<file path="src/design/rv_core_cfg.svh">
/* Core configuration switches for exception catching */
`ifndef RV_CORE_CFG_SVH
`define RV_CORE_CFG_SVH

// Flag unsupported or malformed encodings as illegal
`define RV_CATCH_ILLEGAL 1

// Flag taken jumps and branches to a target with bit 1 set
`define RV_CATCH_MISALIGNED_JMP 1

`endif

</file>
<file path="src/design/rv_isa_pkg.sv">
/* RV32I instruction set encodings
   Major opcodes, ALU operations and branch conditions */
`default_nettype none

package rv_isa_pkg;

  // Major opcode, instruction bits 6:2
  typedef enum logic [4:0] {
    OPC_LOAD  = 5'b00000,
    OPC_MISC  = 5'b00011,
    OPC_OPIMM = 5'b00100,
    OPC_AUIPC = 5'b00101,
    OPC_STORE = 5'b01000,
    OPC_OP    = 5'b01100,
    OPC_LUI   = 5'b01101,
    OPC_BR    = 5'b11000,
    OPC_JALR  = 5'b11001,
    OPC_JAL   = 5'b11011,
    OPC_SYS   = 5'b11100
  } opcode_e;

  // ALU operation is {funct7[5], funct3}
  typedef enum logic [3:0] {
    ALU_ADD  = 4'b0000,
    ALU_SLL  = 4'b0001,
    ALU_SLT  = 4'b0010,
    ALU_SLTU = 4'b0011,
    ALU_XOR  = 4'b0100,
    ALU_SRL  = 4'b0101,
    ALU_OR   = 4'b0110,
    ALU_AND  = 4'b0111,
    ALU_SUB  = 4'b1000,
    ALU_SRA  = 4'b1101
  } aluop_e;

  // Branch conditions, funct3
  typedef enum logic [2:0] {
    BEQ  = 3'b000,
    BNE  = 3'b001,
    BLT  = 3'b100,
    BGE  = 3'b101,
    BLTU = 3'b110,
    BGEU = 3'b111
  } branch_e;

endpackage

`default_nettype wire

</file>
<file path="src/design/rv_pipe_pkg.sv">
/* Pipeline payloads passed between the decode, execute and writeback stages */
`default_nettype none

package rv_pipe_pkg;

  // Decode to execute
  typedef struct packed {
    logic [31:0]         pc;
    rv_isa_pkg::aluop_e  aluop;
    logic [31:0]         op1;
    logic [31:0]         op2;
    logic [4:0]          rd;
    logic                regwr;
    logic                jump;    // Control transfer taken
    logic [31:0]         target;
    logic                illegal;
    logic                misaligned;
  } decode_t;

  // Execute to writeback
  typedef struct packed {
    logic [31:0] pc;
    logic [4:0]  rd;
    logic        regwr;
    logic [31:0] data;    // ALU result
    logic        jump;
    logic [31:0] target;
    logic        illegal;
    logic        misaligned;
  } exec_t;

endpackage

`default_nettype wire

</file>
<file path="src/design/rv_intf.sv">
/* Pipeline stage handshake and register file access interfaces */
`default_nettype none

// Valid/ready stage boundary, payload type set per boundary
interface stage_if #(
  parameter type payload_t = logic
);
  logic     vld;
  logic     rdy;
  payload_t data;

  modport source (output vld, output data, input rdy);
  modport sink   (input vld, input data, output rdy);
endinterface

// Two read ports and one write port
interface regfile_if;
  logic [4:0]  rs1_sel;
  logic [4:0]  rs2_sel;
  logic [31:0] rs1_data;
  logic [31:0] rs2_data;
  logic        wr_en;
  logic [4:0]  wr_sel;
  logic [31:0] wr_data;

  // Decode reads operands and watches the write port for forwarding
  modport read (
    output rs1_sel, output rs2_sel,
    input  rs1_data, input rs2_data,
    input  wr_en, input wr_sel, input wr_data
  );
  modport write (output wr_en, output wr_sel, output wr_data);
  modport storage (
    input  rs1_sel, input rs2_sel,
    output rs1_data, output rs2_data,
    input  wr_en, input wr_sel, input wr_data
  );
endinterface

`default_nettype wire

</file>
<file path="src/design/rv_core_top.sv">
/* RV32I three-stage core, decode, execute and writeback around the register file */
`default_nettype none

module rv_core_top (
  input  logic        clk,
  input  logic        rstz,
  // Instruction stream
  input  logic        instr_vld,
  output logic        instr_rdy,
  input  logic [31:0] instr_pc,
  input  logic [31:0] instr_word,
  // Retired results
  output logic        result_vld,
  input  logic        result_rdy,
  output logic [31:0] result_pc,
  output logic [4:0]  result_rd,
  output logic [31:0] result_data,
  output logic        result_wr,
  output logic        result_jump,
  output logic [31:0] result_target,
  output logic        result_illegal,
  output logic        result_misaligned
);

  stage_if #(.payload_t(rv_pipe_pkg::decode_t)) dec_if ();
  stage_if #(.payload_t(rv_pipe_pkg::exec_t))   exe_if ();
  regfile_if rf_if ();

  rv_decode u_rv_decode (
    .clk        (clk),
    .rstz       (rstz),
    .instr_vld  (instr_vld),
    .instr_rdy  (instr_rdy),
    .instr_pc   (instr_pc),
    .instr_word (instr_word),
    .rf         (rf_if.read),
    .out        (dec_if.source)
  );

  rv_execute u_rv_execute (
    .clk  (clk),
    .rstz (rstz),
    .in   (dec_if.sink),
    .out  (exe_if.source)
  );

  rv_writeback u_rv_writeback (
    .clk               (clk),
    .rstz              (rstz),
    .in                (exe_if.sink),
    .rf                (rf_if.write),
    .result_vld        (result_vld),
    .result_rdy        (result_rdy),
    .result_pc         (result_pc),
    .result_rd         (result_rd),
    .result_data       (result_data),
    .result_wr         (result_wr),
    .result_jump       (result_jump),
    .result_target     (result_target),
    .result_illegal    (result_illegal),
    .result_misaligned (result_misaligned)
  );

  rv_regfile u_rv_regfile (
    .clk  (clk),
    .rstz (rstz),
    .rf   (rf_if.storage)
  );

endmodule

`default_nettype wire

</file>
<file path="src/design/rv_decode.sv">
/* RV32I decode stage with operand fetch and forwarding, branch evaluation,
   target generation, exception flags and hazard scoreboard */
`default_nettype none
`include "rv_core_cfg.svh"

module rv_decode (
  input  logic        clk,
  input  logic        rstz,
  input  logic        instr_vld,
  output logic        instr_rdy,
  input  logic [31:0] instr_pc,
  input  logic [31:0] instr_word,
  regfile_if.read     rf,
  stage_if.source     out
);

  rv_isa_pkg::opcode_e  op;
  rv_isa_pkg::aluop_e   aluop;
  rv_pipe_pkg::decode_t dec;

  logic [4:0]  rs1, rs2, rd;
  logic [2:0]  funct3;
  logic [6:0]  funct7;
  logic [31:0] imm_i, imm_u, imm_j, imm_b;
  logic [31:0] rs1_data, rs2_data;
  logic [31:0] op1, op2, base, offset, target_sum, target;
  logic        instr_valid, writer, rs1_en, rs2_en;
  logic        taken, jump, illegal, misaligned, regwr;
  logic [31:1] pending;
  logic [31:0] pend_map, clr_mask, set_mask;
  logic        rs1_hz, rs2_hz, rd_hz, stall, issue;

  // Instruction fields
  assign op     = rv_isa_pkg::opcode_e'(instr_word[6:2]);
  assign rs1    = instr_word[19:15];
  assign rs2    = instr_word[24:20];
  assign rd     = instr_word[11:7];
  assign funct3 = instr_word[14:12];
  assign funct7 = instr_word[31:25];

  assign imm_i = {{20{instr_word[31]}}, instr_word[31:20]};
  assign imm_u = {instr_word[31:12], 12'b0};
  assign imm_j = {{12{instr_word[31]}}, instr_word[19:12], instr_word[20],
                  instr_word[30:21], 1'b0};
  assign imm_b = {{20{instr_word[31]}}, instr_word[7], instr_word[30:25],
                  instr_word[11:8], 1'b0};

  // Operand fetch, write port value wins
  assign rf.rs1_sel = rs1;
  assign rf.rs2_sel = rs2;
  assign rs1_data = (rf.wr_en && rf.wr_sel == rs1) ? rf.wr_data : rf.rs1_data;
  assign rs2_data = (rf.wr_en && rf.wr_sel == rs2) ? rf.wr_data : rf.rs2_data;

  // --------------------
  // Operation decoder
  always_comb begin
    instr_valid = 1'b0;
    writer      = 1'b0;
    rs1_en      = 1'b0;
    rs2_en      = 1'b0;
    aluop       = rv_isa_pkg::ALU_ADD;
    op1         = instr_pc;           // pc + 4 unless overridden
    op2         = 32'd4;
    base        = instr_pc;
    offset      = 32'd4;
    case (op)
      rv_isa_pkg::OPC_LUI: begin
        op1 = '0;
        op2 = imm_u;
        writer = 1'b1;
        instr_valid = 1'b1;
      end
      rv_isa_pkg::OPC_AUIPC: begin
        op2 = imm_u;
        writer = 1'b1;
        instr_valid = 1'b1;
      end
      rv_isa_pkg::OPC_JAL: begin
        offset = imm_j;
        writer = 1'b1;
        instr_valid = 1'b1;
      end
      rv_isa_pkg::OPC_JALR: begin
        base = rs1_data;
        offset = imm_i;
        rs1_en = 1'b1;
        writer = 1'b1;
        instr_valid = funct3 == 3'b000;
      end
      rv_isa_pkg::OPC_BR: begin
        offset = imm_b;
        rs1_en = 1'b1;
        rs2_en = 1'b1;
        instr_valid = funct3[2:1] != 2'b01;   // 010 and 011 unused
      end
      rv_isa_pkg::OPC_OPIMM: begin
        if (funct3 == 3'b001 || funct3 == 3'b101) begin
          aluop = rv_isa_pkg::aluop_e'({funct7[5], funct3});
        end else begin
          aluop = rv_isa_pkg::aluop_e'({1'b0, funct3});
        end
        op1 = rs1_data;
        op2 = imm_i;
        rs1_en = 1'b1;
        writer = 1'b1;
        case (funct3)
          3'b001:  instr_valid = funct7 == 7'd0;                        // SLLI
          3'b101:  instr_valid = funct7 == 7'd0 || funct7 == 7'd32;     // SRLI/SRAI
          default: instr_valid = 1'b1;
        endcase
      end
      rv_isa_pkg::OPC_OP: begin
        aluop = rv_isa_pkg::aluop_e'({funct7[5], funct3});
        op1 = rs1_data;
        op2 = rs2_data;
        rs1_en = 1'b1;
        rs2_en = 1'b1;
        writer = 1'b1;
        // Only SUB and SRA use funct7 of 32
        instr_valid = funct7 == 7'd0
                   || (funct7 == 7'd32 && (funct3 == 3'b000 || funct3 == 3'b101));
      end
      rv_isa_pkg::OPC_MISC: begin
        // FENCE retires as a no-op
        instr_valid = funct3 == 3'b000 && funct7[6:3] == '0 && rs1 == '0 && rd == '0;
      end
      default: begin
      end
    endcase
  end

  assign illegal = (`RV_CATCH_ILLEGAL != 0)
                && (!instr_valid || instr_word[1:0] != 2'b11);

  // --------------------
  // Branches and jumps
  always_comb begin
    case (rv_isa_pkg::branch_e'(funct3))
      rv_isa_pkg::BEQ:  taken = rs1_data == rs2_data;
      rv_isa_pkg::BNE:  taken = rs1_data != rs2_data;
      rv_isa_pkg::BLT:  taken = $signed(rs1_data) < $signed(rs2_data);
      rv_isa_pkg::BGE:  taken = $signed(rs1_data) >= $signed(rs2_data);
      rv_isa_pkg::BLTU: taken = rs1_data < rs2_data;
      rv_isa_pkg::BGEU: taken = rs1_data >= rs2_data;
      default:          taken = 1'b0;
    endcase
  end

  assign target_sum = base + offset;
  assign target = (op == rv_isa_pkg::OPC_JALR) ? {target_sum[31:1], 1'b0} : target_sum;

  assign jump = !illegal && (op == rv_isa_pkg::OPC_JAL || op == rv_isa_pkg::OPC_JALR
                          || (op == rv_isa_pkg::OPC_BR && taken));
  assign misaligned = (`RV_CATCH_MISALIGNED_JMP != 0) && jump && target[1];
  assign regwr = writer && rd != '0 && !illegal && !misaligned;

  // --------------------
  // Hazard scoreboard
  assign pend_map = {pending, 1'b0};   // x0 never pending
  assign rs1_hz = rs1_en && pend_map[rs1] && !(rf.wr_en && rf.wr_sel == rs1);
  assign rs2_hz = rs2_en && pend_map[rs2] && !(rf.wr_en && rf.wr_sel == rs2);
  // One outstanding writer per register keeps the bit meaningful
  assign rd_hz  = regwr && pend_map[rd] && !(rf.wr_en && rf.wr_sel == rd);
  assign stall  = rs1_hz || rs2_hz || rd_hz;

  assign instr_rdy = (!out.vld || out.rdy) && !stall;
  assign issue     = instr_vld && instr_rdy;

  assign clr_mask = rf.wr_en ? (32'd1 << rf.wr_sel) : '0;
  assign set_mask = (issue && regwr) ? (32'd1 << rd) : '0;   // Set wins over clear

  always_ff @(posedge clk or negedge rstz) begin
    if (!rstz) begin
      pending <= '0;
    end else begin
      pending <= (pending & ~clr_mask[31:1]) | set_mask[31:1];
    end
  end

  // --------------------
  // Output register
  always_comb begin
    dec.pc         = instr_pc;
    dec.aluop      = aluop;
    dec.op1        = op1;
    dec.op2        = op2;
    dec.rd         = rd;
    dec.regwr      = regwr;
    dec.jump       = jump;
    dec.target     = target;
    dec.illegal    = illegal;
    dec.misaligned = misaligned;
  end

  always_ff @(posedge clk or negedge rstz) begin
    if (!rstz) begin
      out.vld <= 1'b0;
    end else if (issue) begin
      out.vld <= 1'b1;
    end else if (out.rdy) begin
      out.vld <= 1'b0;
    end
  end

  always_ff @(posedge clk) begin
    if (issue) out.data <= dec;
  end

endmodule

`default_nettype wire

</file>
<file path="src/design/rv_execute.sv">
/* Execute stage, ALU computes the register result for the writeback stage */
`default_nettype none

module rv_execute (
  input logic     clk,
  input logic     rstz,
  stage_if.sink   in,
  stage_if.source out
);

  rv_pipe_pkg::exec_t res;
  logic [31:0] a, b, alu_res;
  logic [4:0]  shamt;

  assign a     = in.data.op1;
  assign b     = in.data.op2;
  assign shamt = b[4:0];

  // --------------------
  // ALU
  always_comb begin
    case (in.data.aluop)
      rv_isa_pkg::ALU_ADD:  alu_res = a + b;
      rv_isa_pkg::ALU_SUB:  alu_res = a - b;
      rv_isa_pkg::ALU_SLL:  alu_res = a << shamt;
      rv_isa_pkg::ALU_SLT:  alu_res = {31'b0, $signed(a) < $signed(b)};
      rv_isa_pkg::ALU_SLTU: alu_res = {31'b0, a < b};
      rv_isa_pkg::ALU_XOR:  alu_res = a ^ b;
      rv_isa_pkg::ALU_SRL:  alu_res = a >> shamt;
      rv_isa_pkg::ALU_SRA:  alu_res = $unsigned($signed(a) >>> shamt);
      rv_isa_pkg::ALU_OR:   alu_res = a | b;
      rv_isa_pkg::ALU_AND:  alu_res = a & b;
      default:              alu_res = a + b;   // Illegal encodings
    endcase
  end

  always_comb begin
    res.pc         = in.data.pc;
    res.rd         = in.data.rd;
    res.regwr      = in.data.regwr;
    res.data       = alu_res;
    res.jump       = in.data.jump;
    res.target     = in.data.target;
    res.illegal    = in.data.illegal;
    res.misaligned = in.data.misaligned;
  end

  // --------------------
  // Output register
  assign in.rdy = !out.vld || out.rdy;

  always_ff @(posedge clk or negedge rstz) begin
    if (!rstz) begin
      out.vld <= 1'b0;
    end else if (in.vld && in.rdy) begin
      out.vld <= 1'b1;
    end else if (out.rdy) begin
      out.vld <= 1'b0;
    end
  end

  always_ff @(posedge clk) begin
    if (in.vld && in.rdy) out.data <= res;
  end

endmodule

`default_nettype wire

</file>
<file path="src/design/rv_regfile.sv">
/* General register file, x1 to x31, two async reads and one write */
`default_nettype none

module rv_regfile (
  input logic        clk,
  input logic        rstz,
  regfile_if.storage rf
);

  logic [31:0] regs [1:31];

  // x0 reads as zero
  assign rf.rs1_data = (rf.rs1_sel == '0) ? '0 : regs[rf.rs1_sel];
  assign rf.rs2_data = (rf.rs2_sel == '0) ? '0 : regs[rf.rs2_sel];

  always_ff @(posedge clk or negedge rstz) begin
    if (!rstz) begin
      for (int i = 1; i < 32; i++) begin
        regs[i] <= '0;
      end
    end else if (rf.wr_en && rf.wr_sel != '0) begin
      regs[rf.wr_sel] <= rf.wr_data;
    end
  end

endmodule

`default_nettype wire

</file>
<file path="src/design/rv_writeback.sv">
/* Writeback stage, holds the retiring result and writes the register file */
`default_nettype none

module rv_writeback (
  input  logic        clk,
  input  logic        rstz,
  stage_if.sink       in,
  regfile_if.write    rf,
  output logic        result_vld,
  input  logic        result_rdy,
  output logic [31:0] result_pc,
  output logic [4:0]  result_rd,
  output logic [31:0] result_data,
  output logic        result_wr,
  output logic        result_jump,
  output logic [31:0] result_target,
  output logic        result_illegal,
  output logic        result_misaligned
);

  rv_pipe_pkg::exec_t res;

  assign in.rdy = !result_vld || result_rdy;

  always_ff @(posedge clk or negedge rstz) begin
    if (!rstz) begin
      result_vld <= 1'b0;
    end else if (in.vld && in.rdy) begin
      result_vld <= 1'b1;
    end else if (result_rdy) begin
      result_vld <= 1'b0;
    end
  end

  always_ff @(posedge clk) begin
    if (in.vld && in.rdy) res <= in.data;
  end

  // Register write commits on the result handshake
  assign rf.wr_en   = result_vld && result_rdy && res.regwr;
  assign rf.wr_sel  = res.rd;
  assign rf.wr_data = res.data;

  assign result_pc         = res.pc;
  assign result_rd         = res.rd;
  assign result_data       = res.data;
  assign result_wr         = res.regwr;
  assign result_jump       = res.jump;
  assign result_target     = res.target;
  assign result_illegal    = res.illegal;
  assign result_misaligned = res.misaligned;

endmodule

`default_nettype wire

</file>
<file path="config.mk">
export PLATFORM = sky130hd
export DESIGN_NAME = rv_core_top
export DESIGN_NICKNAME = d
export VERILOG_FILES = /design/src/design/rv_isa_pkg.sv /design/src/design/rv_pipe_pkg.sv /design/src/design/rv_intf.sv /design/src/design/rv_core_top.sv /design/src/design/rv_decode.sv /design/src/design/rv_execute.sv /design/src/design/rv_regfile.sv /design/src/design/rv_writeback.sv
export VERILOG_INCLUDE_DIRS = /design/src /design/src/design
export SDC_FILE = /design/constraint.sdc
export NUM_CORES = 2
export LEC_CHECK = 0
export BUFFER_PORTS_ARGS = -buffer_cell sky130_fd_sc_hd__buf_2
export CORE_MARGIN = 1.5
export CORE_UTILIZATION = 64
export DETAILED_ROUTE_END_ITERATION = 7
export PLACE_DENSITY = 0.86
export SYNTH_ARGS = -nofsm -noshare
export SYNTH_HDL_FRONTEND = slang
export SYNTH_SLANG_ARGS = --single-unit
export TNS_END_PERCENT = 50
</file>
<file path="constraint.sdc">
create_clock -name clk -period 13.15 [get_ports clk]
set_input_delay 3.945 -clock clk [delete_from_list [all_inputs] [get_ports clk]]
set_output_delay 3.945 -clock clk [all_outputs]
set_load 0.03 [all_outputs]
</file>
==> results.ini <==
[outcome]
status = finished clean

[yosys]
synth_ff_type = dfrtp_1
synth_mux_area_share_pct = 35.0
synthSimpleGateAreaFrac_pct = 4.53
yosys_warnings = 0
synth-edff-count = 351
synth.area.top_cells = dfrtp_1 33%, mux4_2 18%, mux2_2 16%
synth_top_family_by_area = multiplexers
yosysUniqueCellTypes = 80
syn_area_mm2 = 0.0780
synth_commonest_cells = 1,074 x mux2_2, 1,026 x dfrtp_1, 612 x mux4_2
synth_most_common_cell = mux2_2
synth_area_per_cell_um2 = 13.5
synth_nets = 5991
netlist_instances = 5760
synthXorXnorAreaFrac_pct = 0.662
yosys_register_bits = 1377
async_flop_share_pct = 74.5
synth_top_cell_area_share_pct = 32.9
synth_compound_area_share_pct = 7.57
synth_fa_ha_area_share_pct = 2.64
yosysSeqAreaShare_pct = 46.4
yosysTopAreaCell = dfrtp_1

[setup_path]
max_stage_delay_ps = 520
crit_buf_inv = 3
cp_cell_sequence = buf_8 > buf_4 > mux4_2 > mux4_2 > mux2i_1 > a21oi_1 > nand2_1 > nand2_1 > fa_1 > or3_1 > a2111oi_4 > a21oi_1 > buf_2
crit_slowest_cell = buf_4
path_max_fanout = 34
reg2reg_to = u_rv_decode.out.data[0]$_DFFE_PP_
endpoint = instr_rdy
path_class = in2out
cp.arrival_ps = 8100
cp.required_ps = 9200
r2r_slack_ps = 6830
crit_path_start_kind = input pin
critical_path_depth = 13
cp_top_family = multiplexers
r2r_start = u_rv_writeback.result_rd[3]$_DFFE_PP_
crit_path_end_kind = output port
reg2reg_depth = 21
crit_start = instr_word[16]

[flow_run]
drv_cap = 0

[placed_design]
dp_hpwl_um = 152000
dpl_worst_slack_ps = 1230
port_buffers = 174
gp_congestion = 1.00

[pwr]
cellLeakagePower_uw = 0.0371
p_seq_share_pct = 44.3
vdd_drop_max_v = 0.000159
p_comb_share_pct = 26.3
swShare_pct = 31.4
p_switching_uw = 4350
pwr-share-clk_pct = 29.4
p_int_uw = 9510
powerDensity_mw_per_mm2 = 163

[floorplanning]
die_width_um = 352
initial_core_util_pct = 64.8
core_area_mm2 = 0.120
dieArea_mm2 = 0.124
die_h_um = 352
io_pins = 175
fp-row-count = 127

[clock_tree]
hold_buffers = 0
clk_pin_slew_ps = 70
numCtsBuffers = 144
clock_latency_ps = 800
cts_max_path_buffers = 3
cts_sinks = 1377
cts_root_buf = clkbuf_16
cts_resized = 0
cts_tree = built
post_cts_buffers = 0
h-tree-depth = 4

[sta]
fin_ws_ps = 1100
max_freq_mhz = 83.0
slew_viol_final = 0
rsz0062_at_grt = no
fin_crit_sh_pct = 91.6
tightest_slew_ps = 1420
slew_headroom_pct = 5.06
period_needed_ps = 12050
setup_viol = 0
clock-skew-final_ps = 47.1
setup_tns_ps = 0
final_hold_viol_count = 0

[grt]
grt_max_degree = 188
grt_pass1_wl_um = 373000
overflow = 0
antenna_found_initial = 13
grt_pass1_vias = 56528
grt_usage_pct = 40.6

[route]
avgViaCountPerCell = 7.52
first_pass_iters = 6
ant_nets = 0
routedWlPerCell_um = 33.9
dr.first_iter.drc_count = 8332
vias = 55909
wl_um = 252000
drcViolationCount = 0

[cells_and_area]
area_growth_syn_to_layout_pct = 8.98
n_fill_cell = 7652
drive_gt1_share_pct = 39.4
fin_util_pct = 70.6
layout.nets = 5933
regArea_mm2 = 0.0362
multi_input_area_mm2 = 0.0395

[worst_hold_path]
worstHoldPathType = reg2reg

[metrics by stage]
stage / hold WS (ps) / cell area (µm²) / power (µW) / std cells
finish: 385 / 85000 / 13900 / 7430
floorplan: 400 / 78000 / 8490 / 5760
CTS: 406 / 85000 / 13700 / 7426
global route: 420 / 85000 / 14300 / 7430
detailed placement: 405 / 80300 / 9650 / 7168
global placement: 401 / 80300 / 9430 / 7168
[per-layer routing]
layer / wire length [µm] / vias to the layer above / GRT usage (%)
li1: - / 22009 / -
met1: 86000 / 28253 / 50.7
met2: 113000 / 4443 / 60.6
met3: 31900 / 1192 / 12.8
met4: 20900 / 12 / 28.7
met5: 65 / - / 0
[power groups by stage]
stage	logic (µW)	clock network (µW)	registers, µW
2_1_floorplan	2490	0	5990
3_3_place_gp	3410	0	6020
3_5_place_dp	3520	0	6130
4_1_cts	3570	4070	6090
5_1_grt	3830	4260	6220
6_report	3640	4070	6150
[cell usage in the layout, fill, tap and decap left out, drive strengths merged, types with 160 or more instances in the layout]
master and n:
a21oi 285, nand2 227, dfrtp 1026, buf 316, edfxtp 351, mux4 612, ha 160, mux2 1074
o21ai 166, nor2 304, clkbuf 209
[flip-flops by register name, indices dropped and copies added, names as in the netlist]
name,flops
u_rv_regfile.regs,992
u_rv_decode.out.vld,1
u_rv_decode.out.data,141
u_rv_execute.out.vld,1
u_rv_writeback.result_target,32
u_rv_decode.pending,31
u_rv_writeback.result_pc,32
u_rv_writeback.result_data,32
u_rv_writeback.result_illegal,1
u_rv_execute.out.data,105
u_rv_writeback.result_jump,1
u_rv_writeback.result_wr,1
u_rv_writeback.result_misaligned,1
u_rv_writeback.result_rd,5
u_rv_writeback.result_vld,1
[layout make-up]
type / count / area share (%)
Clock buffer: 209 / 4.93
Sequential cell: 1377 / 42.6
Antenna cell: 4 / 0.0118
Tap cell: 1612 / 2.37
Inverter: 129 / 0.570
Timing Repair Buffer: 316 / 2.46
Multi-Input combinational cell: 3734 / 46.5
Clock inverter: 49 / 0.574
[cell families after synthesis]
kind of cell    count (synthesis)
compound gates                902
xor+xnor                       59
fa+ha+maj                     163
buf+inv                       649
flops                        1377
mux                          1825
simple gates                  785
[how the worst min path moves through the flow]
stage	startpoint	endpoint	slack [ps]	cells after the start
floorplan	u_rv_decode.out.data[0]$_DFFE_PP_	u_rv_execute.out.data[0]$_DFFE_PP_	400	0
global placement	u_rv_decode.out.data[37]$_DFFE_PP_	u_rv_execute.out.data[69]$_DFFE_PP_	400	0
detailed placement	u_rv_decode.out.data[112]$_DFFE_PP_	u_rv_execute.out.data[76]$_DFFE_PP_	400	0
CTS	u_rv_execute.out.data[9]$_DFFE_PP_	u_rv_writeback.result_target[7]$_DFFE_PP_	410	0
global route	u_rv_execute.out.data[41]$_DFFE_PP_	u_rv_writeback.result_data[6]$_DFFE_PP_	420	0
finish	u_rv_execute.out.data[9]$_DFFE_PP_	u_rv_writeback.result_target[7]$_DFFE_PP_	380	0
Power figures use the tool's default switching activity.
